$ cat src/cpu_cfg_pkg.sv
package cpu_cfg_pkg;

  ////////////////////
  // datapath defaults
  ////////////////////

  // bits per register word, 32 works as well
  localparam int data_width = 16;

  // number of architectural registers, r0 reads as zero
  localparam int reg_count = 16;

endpackage

$ cat src/cpu_isa_pkg.sv
package cpu_isa_pkg;

  ////////////////////
  // instruction format
  ////////////////////

  // one instruction word, four nibble fields high to low
  localparam int instr_width    = 16;
  localparam int opcode_width   = 4;
  localparam int reg_addr_width = 4;   // register index
  localparam int imm_width      = 8;   // lli immediate is the low byte
  localparam int shamt_width    = 4;   // shift amount lives in the rt nibble

  // lsb position of each field
  localparam int op_lsb = 12;
  localparam int rd_lsb = 8;
  localparam int rs_lsb = 4;
  localparam int rt_lsb = 0;

  ////////////////////
  // opcodes
  ////////////////////

  // codes 8..15 are unused, they complete the handshake but write nothing
  typedef enum logic [opcode_width-1:0] {
    op_add = 4'h0,   // rd = rs + rt
    op_sub = 4'h1,   // rd = rs - rt
    op_and = 4'h2,
    op_or  = 4'h3,
    op_xor = 4'h4,
    op_sll = 4'h5,   // rd = rs << rt field
    op_srl = 4'h6,   // logical, zero fill
    op_lli = 4'h7    // rd = sign extended low byte
  } opcode_e;

endpackage

$ cat src/alu_execute.sv
`timescale 1ns/1ps

module alu_execute #(
  parameter int data_width = cpu_cfg_pkg::data_width
) (
  input  logic                                   clk,
  input  logic                                   rst_n,
  input  logic                                   operand_valid,
  input  cpu_isa_pkg::opcode_e                   op,
  input  logic [cpu_isa_pkg::reg_addr_width-1:0] rd,
  input  logic [cpu_isa_pkg::imm_width-1:0]      imm,
  input  logic [data_width-1:0]                  rs_data,
  input  logic [data_width-1:0]                  rt_data,
  output logic                                   exec_valid,
  output logic [data_width-1:0]                  exec_result,
  output logic [cpu_isa_pkg::reg_addr_width-1:0] exec_dst,
  output logic                                   exec_write
);

  import cpu_isa_pkg::*;

  logic [shamt_width-1:0] shamt;
  logic [data_width-1:0]  imm_ext;
  logic [data_width-1:0]  alu_out;
  logic                   alu_write;

  assign shamt   = imm[shamt_width-1:0];   // rt nibble of the instruction
  assign imm_ext = {{(data_width-imm_width){imm[imm_width-1]}}, imm};

  ////////////////////
  // operation select
  ////////////////////
  always_comb begin
    alu_write = 1'b1;
    case (op)
      op_add:  alu_out = rs_data + rt_data;   // wraps
      op_sub:  alu_out = rs_data - rt_data;
      op_and:  alu_out = rs_data & rt_data;
      op_or:   alu_out = rs_data | rt_data;
      op_xor:  alu_out = rs_data ^ rt_data;
      op_sll:  alu_out = rs_data << shamt;    // zero fill
      op_srl:  alu_out = rs_data >> shamt;
      op_lli:  alu_out = imm_ext;
      default: begin
        // unused code, behaves as a no-op
        alu_out   = '0;
        alu_write = 1'b0;
      end
    endcase
  end

  // pulse follows operand_valid by one cycle
  always_ff @(posedge clk or negedge rst_n) begin
    if (!rst_n) begin
      exec_valid <= 1'b0;
      exec_write <= 1'b0;
    end else begin
      exec_valid <= operand_valid;
      if (operand_valid) exec_write <= alu_write;
    end
  end

  always_ff @(posedge clk) begin
    if (operand_valid) begin
      exec_result <= alu_out;
      exec_dst    <= rd;
    end
  end

endmodule

$ cat src/cpu_core.sv
`timescale 1ns/1ps

module cpu_core #(
  parameter int data_width = cpu_cfg_pkg::data_width,
  parameter int reg_count  = cpu_cfg_pkg::reg_count
) (
  input  logic                                   clk,
  input  logic                                   rst_n,
  input  logic                                   req,
  input  logic [cpu_isa_pkg::instr_width-1:0]    instr,
  output logic                                   ack,
  output logic [data_width-1:0]                  result_data,
  output logic [cpu_isa_pkg::reg_addr_width-1:0] result_dst
);

  import cpu_isa_pkg::*;

  ////////////////////
  // stage wires
  ////////////////////
  logic [reg_addr_width-1:0] rs_addr;
  logic [reg_addr_width-1:0] rt_addr;
  logic [reg_addr_width-1:0] rd;
  opcode_e                   op;
  logic [imm_width-1:0]      imm;
  logic                      operand_valid;

  logic [data_width-1:0]     rs_data;
  logic [data_width-1:0]     rt_data;

  logic                      exec_valid;   // alu result pulse
  logic [data_width-1:0]     exec_result;
  logic [reg_addr_width-1:0] exec_dst;
  logic                      exec_write;

  logic                      wr_en;   // back into the regfile
  logic [reg_addr_width-1:0] wr_addr;
  logic [data_width-1:0]     wr_data;

  instr_decode u_decode (
    .clk           (clk),
    .rst_n         (rst_n),
    .req           (req),
    .instr         (instr),
    .ack           (ack),
    .rs_addr       (rs_addr),
    .rt_addr       (rt_addr),
    .rd            (rd),
    .op            (op),
    .imm           (imm),
    .operand_valid (operand_valid)
  );

  reg_file #(.data_width(data_width), .reg_count(reg_count)) u_reg_file (
    .clk     (clk),
    .rst_n   (rst_n),
    .rs_addr (rs_addr),
    .rt_addr (rt_addr),
    .rs_data (rs_data),
    .rt_data (rt_data),
    .wr_en   (wr_en),
    .wr_addr (wr_addr),
    .wr_data (wr_data)
  );

  alu_execute #(.data_width(data_width)) u_execute (
    .clk           (clk),
    .rst_n         (rst_n),
    .operand_valid (operand_valid),
    .op            (op),
    .rd            (rd),
    .imm           (imm),
    .rs_data       (rs_data),
    .rt_data       (rt_data),
    .exec_valid    (exec_valid),
    .exec_result   (exec_result),
    .exec_dst      (exec_dst),
    .exec_write    (exec_write)
  );

  result_writeback #(.data_width(data_width)) u_writeback (
    .clk         (clk),
    .rst_n       (rst_n),
    .exec_valid  (exec_valid),
    .exec_result (exec_result),
    .exec_dst    (exec_dst),
    .exec_write  (exec_write),
    .req         (req),
    .wr_en       (wr_en),
    .wr_addr     (wr_addr),
    .wr_data     (wr_data),
    .ack         (ack),
    .result_data (result_data),
    .result_dst  (result_dst)
  );

endmodule

$ cat src/instr_decode.sv
`timescale 1ns/1ps

module instr_decode (
  input  logic                                 clk,
  input  logic                                 rst_n,
  input  logic                                 req,
  input  logic [cpu_isa_pkg::instr_width-1:0]  instr,
  input  logic                                 ack,
  output logic [cpu_isa_pkg::reg_addr_width-1:0] rs_addr,
  output logic [cpu_isa_pkg::reg_addr_width-1:0] rt_addr,
  output logic [cpu_isa_pkg::reg_addr_width-1:0] rd,
  output cpu_isa_pkg::opcode_e                 op,
  output logic [cpu_isa_pkg::imm_width-1:0]    imm,
  output logic                                 operand_valid
);

  import cpu_isa_pkg::*;

  typedef enum logic [1:0] {
    st_idle,   // waiting for req
    st_read,   // read addresses out, regfile sampling them
    st_wait    // result in flight or handshake closing
  } decode_state_e;

  decode_state_e            state;
  logic [instr_width-1:0]   instr_q;   // held until back in idle
  logic                     accept;

  assign accept = (state == st_idle) && req;

  ////////////////////
  // handshake fsm
  ////////////////////
  always_ff @(posedge clk or negedge rst_n) begin
    if (!rst_n) begin
      state         <= st_idle;
      operand_valid <= 1'b0;
    end else begin
      operand_valid <= 1'b0;   // single cycle pulse
      case (state)
        st_idle: if (req) state <= st_read;
        st_read: begin
          operand_valid <= 1'b1;   // regfile outputs valid next cycle
          state         <= st_wait;
        end
        // wait for both req and ack low before taking another one
        st_wait: if (!req && !ack) state <= st_idle;
        default: state <= st_idle;
      endcase
    end
  end

  // instruction capture
  always_ff @(posedge clk) begin
    if (accept) instr_q <= instr;
  end

  ////////////////////
  // field split
  ////////////////////
  assign op      = opcode_e'(instr_q[op_lsb +: opcode_width]);
  assign rd      = instr_q[rd_lsb +: reg_addr_width];
  assign rs_addr = instr_q[rs_lsb +: reg_addr_width];
  assign rt_addr = instr_q[rt_lsb +: reg_addr_width];
  assign imm     = instr_q[imm_width-1:0];   // rt field sits in here too

endmodule

$ cat src/reg_file.sv
`timescale 1ns/1ps

module reg_file #(
  parameter int data_width = cpu_cfg_pkg::data_width,
  parameter int reg_count  = cpu_cfg_pkg::reg_count
) (
  input  logic                                   clk,
  input  logic                                   rst_n,
  input  logic [cpu_isa_pkg::reg_addr_width-1:0] rs_addr,
  input  logic [cpu_isa_pkg::reg_addr_width-1:0] rt_addr,
  output logic [data_width-1:0]                  rs_data,
  output logic [data_width-1:0]                  rt_data,
  input  logic                                   wr_en,
  input  logic [cpu_isa_pkg::reg_addr_width-1:0] wr_addr,
  input  logic [data_width-1:0]                  wr_data
);

  import cpu_isa_pkg::*;

  // r0 index, writes to it are dropped
  localparam logic [reg_addr_width-1:0] zero_reg = '0;

  logic [data_width-1:0] regs [reg_count];
  logic                  wr_ok;

  assign wr_ok = wr_en && (wr_addr != zero_reg);

  ////////////////////
  // write port
  ////////////////////

  // whole array cleared on reset, so r0 starts and stays at zero
  always_ff @(posedge clk or negedge rst_n) begin
    if (!rst_n) begin
      for (int i = 0; i < reg_count; i++) begin
        regs[i] <= '0;
      end
    end else if (wr_ok) begin
      regs[wr_addr] <= wr_data;
    end
  end

  ////////////////////
  // read ports
  ////////////////////

  // sampled every edge, same edge write gives the old word
  always_ff @(posedge clk) begin
    rs_data <= regs[rs_addr];
    rt_data <= regs[rt_addr];
  end

endmodule

$ cat src/result_writeback.sv
`timescale 1ns/1ps

module result_writeback #(
  parameter int data_width = cpu_cfg_pkg::data_width
) (
  input  logic                                   clk,
  input  logic                                   rst_n,
  input  logic                                   exec_valid,
  input  logic [data_width-1:0]                  exec_result,
  input  logic [cpu_isa_pkg::reg_addr_width-1:0] exec_dst,
  input  logic                                   exec_write,
  input  logic                                   req,
  output logic                                   wr_en,
  output logic [cpu_isa_pkg::reg_addr_width-1:0] wr_addr,
  output logic [data_width-1:0]                  wr_data,
  output logic                                   ack,
  output logic [data_width-1:0]                  result_data,
  output logic [cpu_isa_pkg::reg_addr_width-1:0] result_dst
);

  ////////////////////
  // regfile write
  ////////////////////

  // write lands on the same edge that raises ack
  assign wr_en   = exec_valid & exec_write;
  assign wr_addr = exec_dst;
  assign wr_data = exec_result;

  ////////////////////
  // result and ack
  ////////////////////
  always_ff @(posedge clk or negedge rst_n) begin
    if (!rst_n) begin
      ack         <= 1'b0;
      result_data <= '0;
      result_dst  <= '0;
    end else if (exec_valid) begin
      // shown even for r0 or a no-op, the regfile just ignores it
      ack         <= 1'b1;
      result_data <= exec_result;
      result_dst  <= exec_dst;
    end else if (!req) begin
      ack <= 1'b0;   // four phase, drop once req seen low
    end
  end

endmodule

$ cat config.mk
export PLATFORM = sky130hd
export DESIGN_NAME = cpu_core
export DESIGN_NICKNAME = d
export VERILOG_FILES = /design/src/cpu_cfg_pkg.sv /design/src/cpu_isa_pkg.sv /design/src/alu_execute.sv /design/src/cpu_core.sv /design/src/instr_decode.sv /design/src/reg_file.sv /design/src/result_writeback.sv
export SDC_FILE = /design/constraint.sdc
export NUM_CORES = 1
export LEC_CHECK = 0
export ABC_CLOCK_PERIOD_IN_PS = 5400
export BUFFER_PORTS_ARGS = -buffer_cell sky130_fd_sc_hd__buf_2
export CAP_MARGIN = 25
export CORE_ASPECT_RATIO = 1.4
export CORE_MARGIN = 2
export CORE_UTILIZATION = 63
export DETAILED_ROUTE_END_ITERATION = 16
export PLACE_DENSITY = 0.87
export SLEW_MARGIN = 5
export SYNTH_ARGS = -nofsm -noshare
export SYNTH_HDL_FRONTEND = slang
export SYNTH_SLANG_ARGS = --single-unit
$ cat constraint.sdc
create_clock -name clk -period 5.4 [get_ports clk]
set_input_delay 1.08 -clock clk [delete_from_list [all_inputs] [get_ports clk]]
set_output_delay 1.08 -clock clk [all_outputs]
set_load 0.03 [all_outputs]
==> metrics.txt <==
status complete, no violations; hold_buf cts 0; Final Net Count between 1,000 and 1,500; final core occ just under 70%; Slew Viols, Final 0; part of the power in combinational logic 45.5%; core area 0.0307 mm^2; cell breakdown of the critical path nor2_1, and2_1, a31oi_1, xnor2_1, ha_1, and3_1, a221oi_2, o31ai_1, nand2_1, nor3b_1, or4_1; Placer Congestion ~1; vias 12,900; syn nets 1,460; Pint 0.00826 W; count leader, synth dfrtp_1; Iter 0 DRT Violations 1,406; # Post-CTS Setup Buffers 0; clk sink count 350; IR drop worst, VDD 0.483 mV; Ys Warns 0; Unique masters post-synth 69; setup TNS 0 ns; initial antenna violation count 0; EDFF count, synth 36; worst rel slew slack 31.1%; grt total ovfl 0; starting density of the core 64.0%; post-placement setup slack 1.59 ns; largest net degree at the start of global routing 122; Die Height between 200 and 250 um; Reg power frac 37.0%; CP startpoint kind flip-flop; router iterations before antenna repair 5; Clock Skews 0.0223 ns; Clock Latency Late Sink approximately 0.59 ns; top area cells in the synthesized netlist dfrtp_1, mux4_2, mux2_2; final setup fails 0; Mapped Area 0.0197 mm^2; Worst-path clk slew 0.07 ns; number of inserted diodes 0; I/O Pins 40; Root Driver clkbuf_16; critical path class reg -> reg; proportion of power drawn by the clock network 17.5%; routed wire length 53,500 um; drt via density 7.19; Post-DP HPWL 33,300 um; Static Leak ~9.3 nW; WP data required approximately 5.7 ns; # H-tree levels 1; cell taking the most area after synthesis dfrtp_1; Most used DFF post-synth dfrtp_1; Psw 0.00540 W; number of I/O port buffers 39; share of layout cells above drive strength 1 40.6%; GRT Resource Usage Total 33.6%; TritonCTS Buffers 31; post-cts sizing count 0; power after layout 0.0137 W; post-synth top area share 35.9%; flops & latches, synth between 300 and 400; period utilisation layout 70.9%; min Tclk post-route 3.83 ns; Syn Area/Cell 14.1 um^2; Final ANT Viol Nets 0; number of remaining DRC errors 0; die area 0.0327 mm^2; RSZ-0062 raised after global routing false; PD cells between 600 and 700 mW/mm^2; die width 153 um; vias in the first global route 13,600; max_cap viols 0; worst hold slack 0.400 ns; final hold vios 0; net switching share of the total power 39.5%; first-pass GRT wire length 82,700 um; pin slew with the least headroom to its limit 1.03 ns; Row Count 76; Max clock buf depth 3; WP data arrival between 4 and 5 ns; Hold Crit Class reg -> reg; area grow syn2layout 7.37%; crit path max-delay cell type edfxtp_1; Worst path max stage delay between 0.6 and 0.7 ns; FFs w/ async S/R, synth 80.6%; CTS tree yes; Mapped Cells 1,392; FMAX around 260 MHz; Crit Path Max Fanout 26; Fillers a little under 2,000; top post-synthesis cells by count dfrtp_1, mux2_2, mux4_2; CP endpoint kind flip-flop; sequential-to-total area share from yosys stat 44.6%; Avg WL per Cell approximately 30 um; slack of the critical path 1.57 ns
## power groups by stage
stage | Sequential [W] | Combinational [W] | Clock [W]
floorplan | 0.00457 | 0.00475 | 0
global placement | 0.00484 | 0.00595 | 0
detailed placement | 0.00497 | 0.00607 | 0
CTS | 0.00498 | 0.00617 | 0.00241
global route | 0.00514 | 0.00673 | 0.00251
finish | 0.00505 | 0.00622 | 0.00239
## worst max-delay path: cells and delay by family, from the launching register on
kind	cells	cell delay (ns)
simple gates	6	1.75
flops	1	0.69
compound gates	3	0.58
fa+ha+maj	1	0.39
xor+xnor	1	0.16
## cell type report
class	count	area [um^2]	area share (%)
Multi-Input combinational cell	880	10100	47.8
Clock buffer	38	852	4.04
Sequential cell	350	8780	41.6
Inverter	41	154	0.729
Tap cell	390	488	2.31
Clock inverter	20	238	1.13
Timing Repair Buffer	74	505	2.39
## state kept, by name, indices dropped and copies added (netlist names), 2 cells and up
signal                   count
u_reg_file.rt_data          16
u_execute.exec_dst           4
u_writeback.result_dst       4
u_reg_file.regs            256
u_writeback.result_data     16
u_execute.exec_result       16
u_decode.state               2
u_reg_file.rs_data          16
u_decode.instr_q            16
## final timing paths
path,end,cells past startpoint,slack (ns),startpoint
worst max-delay path,u_execute.exec_result[10],11,1.57,u_decode.instr_q[14]
worst min-delay path,u_reg_file.regs[251],0,0.40,u_reg_file.regs[251]
worst max register to register,u_execute.exec_result[10],11,1.57,u_decode.instr_q[14]
worst min register to register,u_reg_file.regs[251],0,0.40,u_reg_file.regs[251]
max in group asynchronous,u_reg_file.regs[61],2,3.58,rst_n
min in group asynchronous,u_reg_file.regs[208],1,0.59,rst_n
## kinds of logic (layout without fill, tap and decap cells)
| family | count (synthesis) | count (layout) | synth area share, % |
|---|---|---|---|
| mux | 462 | 462 | 36.7 |
| flops | 350 | 350 | 44.6 |
| simple gates | 190 | 190 | 4.94 |
| buf+inv | 162 | 173 | 4.06 |
| compound gates | 152 | 152 | 5.28 |
| fa+ha+maj | 49 | 49 | 3.16 |
| xor+xnor | 27 | 27 | 1.20 |
## metrics by stage
step | instance area, um^2 | instances
final | 21100 | 1793
after CTS | 21100 | 1792
after global routing | 21100 | 1793
after detailed placement | 20000 | 1734
after global placement | 20000 | 1734
after floorplan | 19700 | 1392
## layer usage
metal / share of wire (%) / GRT usage [%]
met2: 49 / 55.5
met4: 6.6 / 19.6
met5: 0 / 0
met1: 36 / 42.7
met3: 7.6 / 5.26
## layout by cell type, fill, tap and decap left out, types with 32 or more instances in the layout
cell	synthesis	routed
nand2_1	37	37
inv_1	41	41
nor2_1	55	55
dfrtp_1	282	282
a21oi_1	42	42
mux2_2	203	203
ha_1	48	48
mux2_4	50	50
mux4_2	166	166
dfxtp_1	32	32
edfxtp_1	36	36
buf_2	47	38
Note: power is estimated with default switching activity, not from simulation.
